<file path="config.mk">
export PLATFORM = sky130hd
export DESIGN_NAME = prbs_bist
export DESIGN_NICKNAME = d
export VERILOG_FILES = /design/src/design/prbs_pkg.sv /design/src/design/prbs_bist.sv /design/src/design/prbs_err_track.sv /design/src/design/prbs_check.sv /design/src/design/prbs_gen.sv
export SDC_FILE = /design/constraint.sdc
export NUM_CORES = 1
export LEC_CHECK = 0
export BUFFER_PORTS_ARGS = -buffer_cell sky130_fd_sc_hd__buf_2
export CORE_MARGIN = 2
export CORE_UTILIZATION = 60
export CTS_BUF_LIST = sky130_fd_sc_hd__clkbuf_4
export CTS_CLUSTER_SIZE = 25
export DETAILED_ROUTE_END_ITERATION = 7
export GPL_ROUTABILITY_DRIVEN = 0
export PLACE_DENSITY = 0.82
export SLEW_MARGIN = 25
export SYNTH_ARGS = -nofsm -noshare
export SYNTH_HDL_FRONTEND = slang
export SYNTH_HIERARCHICAL = 1
export SYNTH_SLANG_ARGS = --single-unit
</file>
<file path="constraint.sdc">
create_clock -name clk_i -period 8.5 [get_ports clk_i]
set_input_delay 1.275 -clock clk_i [delete_from_list [all_inputs] [get_ports clk_i]]
set_output_delay 1.275 -clock clk_i [all_outputs]
set_load 0.03 [all_outputs]
</file>
<file path="src/design/prbs_pkg.sv">
// Shared constants and word structs for the PRBS-7 built-in self-test.
// Generator, checker, error tracker and top level all reference this
// package by scoped names.

`default_nettype none

package prbs_pkg;

    // ==============================
    // Polynomial x^7 + x^6 + 1
    // ==============================
    // Bits moved per clock
    localparam int DATA_W = 8;
    // Order, also history length
    localparam int PRBS_ORDER = 7;
    // Inner tap
    localparam int PRBS_TAP = 6;
    // Generator reset state, must be nonzero
    localparam logic [PRBS_ORDER-1:0] PRBS_SEED = '1;

    // ==============================
    // Shared word types
    // ==============================
    // One parallel word, bit 0 oldest in time
    typedef struct packed {
        logic              valid;
        logic [DATA_W-1:0] data;
    } prbs_word_t;

    // Checker result for one word
    typedef struct packed {
        logic              valid;
        logic [DATA_W-1:0] err_bits;
        logic              zero_hist;
    } chk_stat_t;

endpackage

`default_nettype wire
</file>
<file path="src/design/prbs_bist.sv">
// PRBS-7 built-in self-test top level.
// Generator output goes to tx_data_o and, in loopback, straight into
// the checker; otherwise the checker reads rx_data_i. Loopback latency
// from gen_en_i to error_o / err_count_o is three cycles.

`default_nettype none

module prbs_bist #(
    parameter int LOCK_WORDS = 8,
    parameter int CNT_W      = 16
) (
    input  wire logic                          clk_i,
    input  wire logic                          resetn_i,
    input  wire logic                          gen_en_i,
    input  wire logic                          inject_i,
    input  wire logic [2:0]                    inject_pos_i,
    input  wire logic                          loopback_i,
    input  wire logic [prbs_pkg::DATA_W-1:0]   rx_data_i,
    input  wire logic                          rx_valid_i,
    input  wire logic                          clear_i,
    output logic      [prbs_pkg::DATA_W-1:0]   tx_data_o,
    output logic                               tx_valid_o,
    output logic                               locked_o,
    output logic                               error_o,
    output logic      [CNT_W-1:0]              err_count_o
);

    // ==============================
    // Internal word paths
    // ==============================
    prbs_pkg::prbs_word_t tx_word;
    prbs_pkg::prbs_word_t chk_word;
    prbs_pkg::chk_stat_t  chk_stat;

    // Generator
    prbs_gen prbs_gen_inst (
        .clk_i        (clk_i),
        .resetn_i     (resetn_i),
        .gen_en_i     (gen_en_i),
        .inject_i     (inject_i),
        .inject_pos_i (inject_pos_i),
        .word_o       (tx_word)
    );

    assign tx_data_o  = tx_word.data;
    assign tx_valid_o = tx_word.valid;

    // Loopback mux, unregistered
    always_comb
    begin
        if (loopback_i)
            chk_word = tx_word;
        else
            chk_word = '{valid: rx_valid_i, data: rx_data_i};
    end

    // Checker
    prbs_check prbs_check_inst (
        .clk_i    (clk_i),
        .resetn_i (resetn_i),
        .word_i   (chk_word),
        .stat_o   (chk_stat)
    );

    // Lock and error accounting
    prbs_err_track #(
        .LOCK_WORDS (LOCK_WORDS),
        .CNT_W      (CNT_W)
    ) prbs_err_track_inst (
        .clk_i       (clk_i),
        .resetn_i    (resetn_i),
        .stat_i      (chk_stat),
        .clear_i     (clear_i),
        .locked_o    (locked_o),
        .error_o     (error_o),
        .err_count_o (err_count_o)
    );

endmodule

`default_nettype wire

</file>
<file path="src/design/prbs_err_track.sv">
// Lock tracking and error accounting behind the PRBS checker.
// Lock comes after LOCK_WORDS clean words in a row and goes after four
// unclean ones. While locked, flagged bits are summed into a saturating
// counter; clear_i zeroes it. error_o shows the latest word's status.

`default_nettype none

module prbs_err_track #(
    parameter int LOCK_WORDS = 8,
    parameter int CNT_W      = 16
) (
    input  wire logic                clk_i,
    input  wire logic                resetn_i,
    input  wire prbs_pkg::chk_stat_t stat_i,
    input  wire logic                clear_i,
    output logic                     locked_o,
    output logic                     error_o,
    output logic [CNT_W-1:0]         err_count_o
);

    localparam int W       = prbs_pkg::DATA_W;
    localparam int GOOD_W  = $clog2(LOCK_WORDS + 1);
    localparam int POP_W   = $clog2(W + 1);
    // Unclean words in a row that drop lock
    localparam int UNLOCK_WORDS = 4;

    // ==============================
    // Word classification
    // ==============================
    logic              clean;
    logic [POP_W-1:0]  pop;
    logic [CNT_W:0]    sum;
    logic [GOOD_W-1:0] good_cnt_q;
    logic [1:0]        bad_cnt_q;

    assign clean = (stat_i.err_bits == '0) && !stat_i.zero_hist;

    // Flagged bits in this word, zero_hist words add nothing
    always_comb
    begin
        pop = '0;
        if (!stat_i.zero_hist)
        begin
            for (int i = 0; i < W; i++)
                pop = pop + POP_W'(stat_i.err_bits[i]);
        end
    end

    // One extra bit catches the carry out
    assign sum = {1'b0, err_count_o} + (CNT_W+1)'(pop);

    // ==============================
    // Lock FSM and counters
    // ==============================
    always_ff @(posedge clk_i or negedge resetn_i)
    begin
        if (!resetn_i)
        begin
            good_cnt_q  <= '0;
            bad_cnt_q   <= '0;
            locked_o    <= 1'b0;
            error_o     <= 1'b1;
            err_count_o <= '0;
        end
        else
        begin
            if (stat_i.valid)
            begin
                error_o <= !clean;
                if (clean)
                begin
                    bad_cnt_q <= '0;
                    if (good_cnt_q == GOOD_W'(LOCK_WORDS - 1))
                        locked_o <= 1'b1;
                    // Saturate at the lock threshold
                    if (good_cnt_q != GOOD_W'(LOCK_WORDS))
                        good_cnt_q <= good_cnt_q + 1'b1;
                end
                else
                begin
                    good_cnt_q <= '0;
                    if (bad_cnt_q == 2'(UNLOCK_WORDS - 1))
                        locked_o <= 1'b0;
                    else
                        bad_cnt_q <= bad_cnt_q + 1'b1;
                end
            end

            // Clear wins over accumulation
            if (clear_i)
                err_count_o <= '0;
            else if (stat_i.valid && locked_o)
                err_count_o <= sum[CNT_W] ? '1 : sum[CNT_W-1:0];
        end
    end

    // Counter only moves up unless cleared
    a_no_wrap : assert property (
        @(posedge clk_i) disable iff (!resetn_i)
        !clear_i |=> err_count_o >= $past(err_count_o)
    );

endmodule

`default_nettype wire

</file>
<file path="src/design/prbs_check.sv">
// Parallel self-synchronizing PRBS-7 checker.
// Each received bit is predicted from the seven bits before it; a
// mismatch sets that bit's error flag. The history follows the received
// data, so the checker locks on by itself after one clean history.
// Results are registered one cycle after each valid word.

`default_nettype none

module prbs_check (
    input  wire logic                 clk_i,
    input  wire logic                 resetn_i,
    input  wire prbs_pkg::prbs_word_t word_i,
    output prbs_pkg::chk_stat_t       stat_o
);

    localparam int W     = prbs_pkg::DATA_W;
    localparam int ORDER = prbs_pkg::PRBS_ORDER;
    localparam int TAP   = prbs_pkg::PRBS_TAP;

    // ==============================
    // History and extended word
    // ==============================
    // Last ORDER received bits, bit 0 oldest
    logic [ORDER-1:0]   hist_q;
    // Current word on top, history below
    logic [W+ORDER-1:0] ext;
    logic [W-1:0]       err_next;
    logic               zero_next;

    assign ext = {word_i.data, hist_q};

    // Each bit against the bits 6 and 7 positions earlier
    always_comb
    begin
        for (int i = 0; i < W; i++)
            err_next[i] = ext[i+ORDER] ^ ext[i+ORDER-TAP] ^ ext[i];
    end

    // Predictions are meaningless on an all-zero history
    assign zero_next = ~(|hist_q);

    // ==============================
    // Registers
    // ==============================
    always_ff @(posedge clk_i or negedge resetn_i)
    begin
        if (!resetn_i)
        begin
            hist_q <= '0;
            stat_o <= '0;
        end
        else
        begin
            stat_o.valid <= word_i.valid;
            if (word_i.valid)
            begin
                stat_o.err_bits  <= err_next;
                stat_o.zero_hist <= zero_next;
                // Newest ORDER bits become history
                hist_q <= ext[W+ORDER-1:W];
            end
        end
    end

    // Result strobe trails the input strobe by exactly one cycle
    a_valid_lat : assert property (
        @(posedge clk_i) disable iff (!resetn_i)
        word_i.valid |=> stat_o.valid
    );

    a_no_spurious : assert property (
        @(posedge clk_i) disable iff (!resetn_i)
        !word_i.valid |=> !stat_o.valid
    );

endmodule

`default_nettype wire

</file>
<file path="src/design/prbs_gen.sv">
// Parallel PRBS-7 word generator.
// Each enabled cycle emits DATA_W new sequence bits, registered.
// A pulse on inject_i flips one bit of that word without disturbing
// the LFSR, so the sequence itself stays intact.

`default_nettype none

module prbs_gen (
    input  wire logic            clk_i,
    input  wire logic            resetn_i,
    input  wire logic            gen_en_i,
    input  wire logic            inject_i,
    input  wire logic [2:0]      inject_pos_i,
    output prbs_pkg::prbs_word_t word_o
);

    localparam int W     = prbs_pkg::DATA_W;
    localparam int ORDER = prbs_pkg::PRBS_ORDER;
    localparam int TAP   = prbs_pkg::PRBS_TAP;

    // ==============================
    // LFSR state and next word
    // ==============================
    // Last ORDER output bits with bit 0 oldest
    logic [ORDER-1:0] state_q;
    logic [ORDER-1:0] state_next;
    logic [W-1:0]     data_next;
    logic [W-1:0]     inject_mask;

    // Unroll W single-bit steps
    always_comb
    begin
        logic [ORDER-1:0] s;
        logic             nb;
        s = state_q;
        for (int i = 0; i < W; i++)
        begin
            // b[n] = b[n-7] ^ b[n-6]
            nb           = s[0] ^ s[ORDER-TAP];
            data_next[i] = nb;
            s            = {nb, s[ORDER-1:1]};
        end
        state_next = s;
    end

    // One-hot flip position
    assign inject_mask = {{(W-1){1'b0}}, 1'b1} << inject_pos_i;

    // ==============================
    // Registers
    // ==============================
    always_ff @(posedge clk_i or negedge resetn_i)
    begin
        if (!resetn_i)
        begin
            state_q <= prbs_pkg::PRBS_SEED;
            word_o  <= '0;
        end
        else
        begin
            word_o.valid <= gen_en_i;
            if (gen_en_i)
            begin
                state_q     <= state_next;
                // Word payload with the optional single-bit flip
                word_o.data <= inject_i ? (data_next ^ inject_mask) : data_next;
            end
        end
    end

    // LFSR must never collapse into the all-zero lockup state
    a_state_nonzero : assert property (
        @(posedge clk_i) disable iff (!resetn_i) state_q != '0
    );

endmodule

`default_nettype wire

</file>
Word-level counts from Yosys, hierarchy flattened
Index checks and enable logic that the tools add are counted.
Cells by class
  reductions and logical operators: 11
  equal/unequal tests: 6
  bitwise operators: 26
  shift-type cells: 1
  add/subtract/negate cells: 10
  multiplexer cells: 13
Operator list (count)
  16-bit 2-to-1 mux: 3
  4-bit by 1-bit adder with 4-bit output: 6
  1-bit bitwise XOR: 24
  16-bit by 4-bit adder with 17-bit output: 1
  4-bit 2-to-1 mux: 3
  9-bit 2-to-1 mux: 1
  8-bit logical NOT: 1
  8-bit 2-to-1 mux: 1
  1-bit by 3-bit << shifter with 8-bit output, first input constant: 1
  8-bit bitwise XOR: 1
  7-bit OR reduction: 1
  4-bit by 1-bit adder with 4-bit output, second input constant: 1
  4-bit by 3-bit equality test with 1-bit output, second input constant: 1
  2-bit 2-to-1 mux: 2
  2-bit != test, second input constant: 2
  4-bit != test, second input constant: 1
  2-bit AND reduction: 2
  2-bit nonzero test: 2
  1-bit 2-to-1 mux: 3
  3-bit AND reduction: 1
  1-bit by 1-bit adder with 2-bit output: 1
  2-bit by 1-bit adder with 2-bit output, second input constant: 1
  2-bit equality test, second input constant: 1
  1-bit logical AND: 2
  3 further kinds: 4
Word-level totals
  register bits after elaboration: 57
  bits of input ports: 18
  output and inout bits: 27
  logic and storage cells: 79

Longest topological paths before layout
  depth in word-level cells: 12
  gate-level depth with buffers: 16
  gate-level depth less buffers: 14

Cells and area by module
Netlist, hierarchy kept.
Modules (own cells, without submodules)
  prbs_err_track: area each 1642.8 µm², times used 1, cells each 172
  prbs_check: area each 827.0 µm², times used 1, cells each 46
  prbs_gen: area each 824.5 µm², times used 1, cells each 61
  prbs_bist: area each 146.4 µm², times used 1, cells each 10

Least setup slack after synthesis
OpenSTA, ideal clock, no wires.
  path type: reg2reg
  start: register prbs_check_inst/stat_o[1] in the netlist's numbering
  end: register prbs_err_track_inst.err_count_o[14]
  setup time: 87 ps
  slack: 4433 ps
  cell stages (with the launch flop): 14
  required time: 8413 ps
  arrival: 3981 ps
  period minus slack after synthesis: 4067 ps
  path through: dfrtp_1 > inv_1 > fa_1 > fa_1 > fa_1 > inv_1 > ha_1 > fa_1 > nor2b_1 > fa_1 > a211oi_1 > nor2_1 > and4_1 > a211oi_2
On the way
  longest elaborated chain between the ends: 12
RTL lines
  start: declaration: RTL line prbs_check.sv:13  | output prbs_pkg::chk_stat_t stat_o
  1-bit by 1-bit adder with 2-bit output: RTL line prbs_err_track.sv:45  | pop = pop + POP_W'(stat_i.err_bits[i]);
  4-bit by 1-bit adder with 4-bit output (6 in a row): RTL line prbs_err_track.sv:45
  4-bit 2-to-1 mux: RTL line prbs_err_track.sv:42  | if (!stat_i.zero_hist)
  16-bit by 4-bit adder with 17-bit output: RTL line prbs_err_track.sv:50  | assign sum = {1'b0, err_count_o} + (CNT_W+1)'(pop);
  16-bit 2-to-1 mux: RTL line prbs_err_track.sv:93  | err_count_o <= sum[CNT_W] ? '1 : sum[CNT_W-1:0];
  16-bit 2-to-1 mux: RTL line prbs_err_track.sv:92  | else if (stat_i.valid && locked_o)
  16-bit 2-to-1 mux: RTL line prbs_err_track.sv:90  | if (clear_i)
  end signal: assignment: RTL line prbs_err_track.sv:93
  end: declaration: RTL line prbs_err_track.sv:18  | output logic [CNT_W-1:0] err_count_o
Every way passes these cells. The select of a mux whose other input is x is not followed.
A chain may end at the register's enable or synchronous reset.

Worst setup path in the final report
  start: register prbs_check_inst/stat_o[1] in the netlist's numbering
  end: register prbs_err_track_inst.err_count_o[13]
Same word-level chain as after synthesis.

==> impl_metrics.toml <==
[placement]
dp.cells = 392
dp_slack_ns = 4.065
hpwl_um = 4636
io_buffers = 44

[synth]
async_flop_share_pct = 100.0
synth_edf_count = 0
synthTopCellsByArea = "dfrtp_1, mux2_2, dfstp_2"
syn_area_mm2 = 0.003441
synthCells = 289
synthDistinctLibCells = 52
ys_ff_latch = 57
yosysWarnings = 6
ys.flop_type = "dfrtp_1"
syn_area_per_cell_um2 = 11.91
synth_largest_area_cell = "dfrtp_1"
synth_seq_area_share_pct = 41.75
syn_nets = 323
synth_top_area_share_pct = 35.64

[drt]
met1_length_um = 3012
first_iter_violations = 175
vias_per_cell = 5.860
ant_nets = 0
dr.pass1.iters = 4
wl_met3_um = 225
dr.max_layer_used = "met4"
post_drt_wl_per_cell_um = 16.04
via_count = 2391
routed_wl_um = 6543
drc_errors = 0
wl_met2_um = 3212

[clock_tree]
max-clock-path-buffers = 2
cts_sinks = 57
htreeDepth = 3
clock_latency_ns = 0.40
cts_setup_buffers = 0
cts-buffers-inserted = 9
clkTransAtPathRegs_ns = 0.11
cts.hold.buffers_added = 0
cts-root-buf = "clkbuf_4"
cts_tree = "yes"
cts_resized = 0

[setup_path]
reg2reg_depth = 14
worstPathArrival_ns = 4.81
rr_endpoint = "prbs_err_track_inst/err_count_o[13]$_DFFE_PN0P_"
path_max_fanout = 12
critPathCaptureType = "flop"
crit_path_start_kind = "flop"
worst_ep_required_time_ns = 8.81
rrSetupSlack_ns = 4.00
startpoint = "prbs_check_inst/stat_o[1]$_DFFE_PN0P_"
path_class = "flop to flop"
crit_path_end = "prbs_err_track_inst/err_count_o[13]$_DFFE_PN0P_"
r2r-start = "prbs_check_inst/stat_o[1]$_DFFE_PN0P_"

[global_route]
antenna_found_initial = 0
grt_usage_pct = 22.80
grt_pass1_wl_um = 11010
grt_overflow = 0
grt_pass1_vias = 2343
grt_max_degree = 58

[layout]
fillers = 421
final_common_cell = "dfrtp_1"
n_antenna_cell = 0
syn2layout_area_growth_pct = 10.36
fin_nets = 365
drive_above_1_share_pct = 34.23
final_cells = 408
final_cell_mix = "dfrtp_1, buf_2, mux2_2"

[power_and_ir_drop]
static-leakage-power_nw = 1.774
ir_worst_vdd_v = 0.0002475
pwr_density_cell_mw_per_mm2 = 371.8

[timing]
finalSetupTns_ns = 0
slew_headroom_pct = 41.73
max_freq_mhz = 222.2
final-hold-violation-count = 0
worst_pin_slew_ns = 0.8702
layout_min_cycle_time_ns = 4.499
finalCritPeriodShare_pct = 52.94
rsz0062_at_grt = "no"
fin_hold_ws_ns = 0.4978
worst_slack_ns = 4.001
setup_viol = 0
skew_ns = 0.01730
slew_violations = 0

[outcome]
status = "finished, final reports clean"

[floorplanning]
num_rows = 27
die_area_mm2 = 0.006356
io_pins = 45
start_util_pct = 62.49
coreArea_mm2 = 0.005507
die_x_um = 79.73
die_h_um = 79.73

[hold_path]
hold_depth = 2
min_path_type = "flop to flop"
hp-start = "prbs_err_track_inst/error_o$_DFFE_PN1P_"

[job]
cap_viol_max_count = 0
[flip-flops by register name, indices dropped and copies added (netlist names)]
register                         count
prbs_check_inst/hist_q               7
prbs_check_inst/stat_o              10
prbs_err_track_inst/bad_cnt_q        2
prbs_err_track_inst/err_count_o     16
prbs_err_track_inst/error_o          1
prbs_err_track_inst/good_cnt_q       4
prbs_err_track_inst/locked_o         1
prbs_gen_inst/state_q                7
prbs_gen_inst/word_o                 9
[how the worst min path moves through the flow]
stage                                                                end  slack [ns]
after CTS                        prbs_err_track_inst/error_o$_DFFE_PN1P_        0.49
final                            prbs_err_track_inst/error_o$_DFFE_PN1P_        0.50
after global placement           prbs_err_track_inst/error_o$_DFFE_PN1P_        0.48
after floorplan             prbs_err_track_inst/bad_cnt_q[1]$_DFFE_PN0P_        0.47
after global routing      prbs_err_track_inst/err_count_o[6]$_DFFE_PN0P_        0.50
after detailed placement         prbs_err_track_inst/error_o$_DFFE_PN1P_        0.48
[area by class of cell]
cell class | count | area, um2 | share of cell area [%]
clock inverter | 5 | 47.55 | 1.252
timing repair buffer | 45 | 227.7 | 5.997
multi-input combinational | 203 | 1857 | 48.90
clock buffer | 11 | 82.58 | 2.175
sequential | 57 | 1436 | 37.83
tap | 72 | 90.09 | 2.372
inverter | 15 | 56.30 | 1.483
[critical path: stages, from the launching register on]
cell,delay [ns]
dfrtp_1,0.36
inv_1,0.08
fa_1,0.56
fa_1,0.44
fa_1,0.49
inv_1,0.04
ha_1,0.20
fa_1,0.38
xnor2_1,0.14
nor2_1,0.06
ha_1,0.37
nand4_1,0.11
o211ai_1,0.72
a32oi_1,0.24
a41oi_1,0.22
[through the flow]
stage                     util, %  power (W)  cell area (um2)
after floorplan                 -   0.001056             3441
after global placement      66.60   0.001183             3667
after CTS                   68.96   0.001420             3797
final                       68.96   0.001412             3797
after global routing        68.96   0.001535             3797
after detailed placement    66.60   0.001218             3667
[where the power goes]
group	total, W	internal [W]	switching [W]
Combinational	0.000782	0.000410	0.000372
Sequential	0.000437	0.000362	0.0000748
Clock	0.000192	0.0000936	0.0000987
[routing by layer]
metal	vias up	GRT usage [%]
met1	1189	29.55
met4	0	10.69
met5	-	0
met2	52	36.89
met3	7	4.525
li1	1143	-
[cell usage after synthesis, drive strengths merged (6+ instances only)]
cell type	count
a21oi	18
a31oi	7
and3	7
buf	9
dfrtp	49
dfstp	8
ha	11
inv	15
mux2	36
nand2	8
nor2	13
nor2b	6
o21ai	12
xnor2	14
xor3	8
[cell families (layout without fill, tap and decap cells)]
| group | Yosys count | after routing | share of synthesized area [%] |
|---|---|---|---|
| DFF | 57 | 57 | 41.75 |
| AOI/OAI and AO/OA | 59 | 59 | 11.24 |
| adders and majority gates | 16 | 16 | 6.909 |
| muxes | 36 | 36 | 12.87 |
| xor gates and xnor gates | 27 | 27 | 10.98 |
| buffers and inverters | 29 | 76 | 4.291 |
| and+or+nand+nor | 65 | 65 | 11.96 |
No activity file was read; power rests on OpenSTA's default activity.
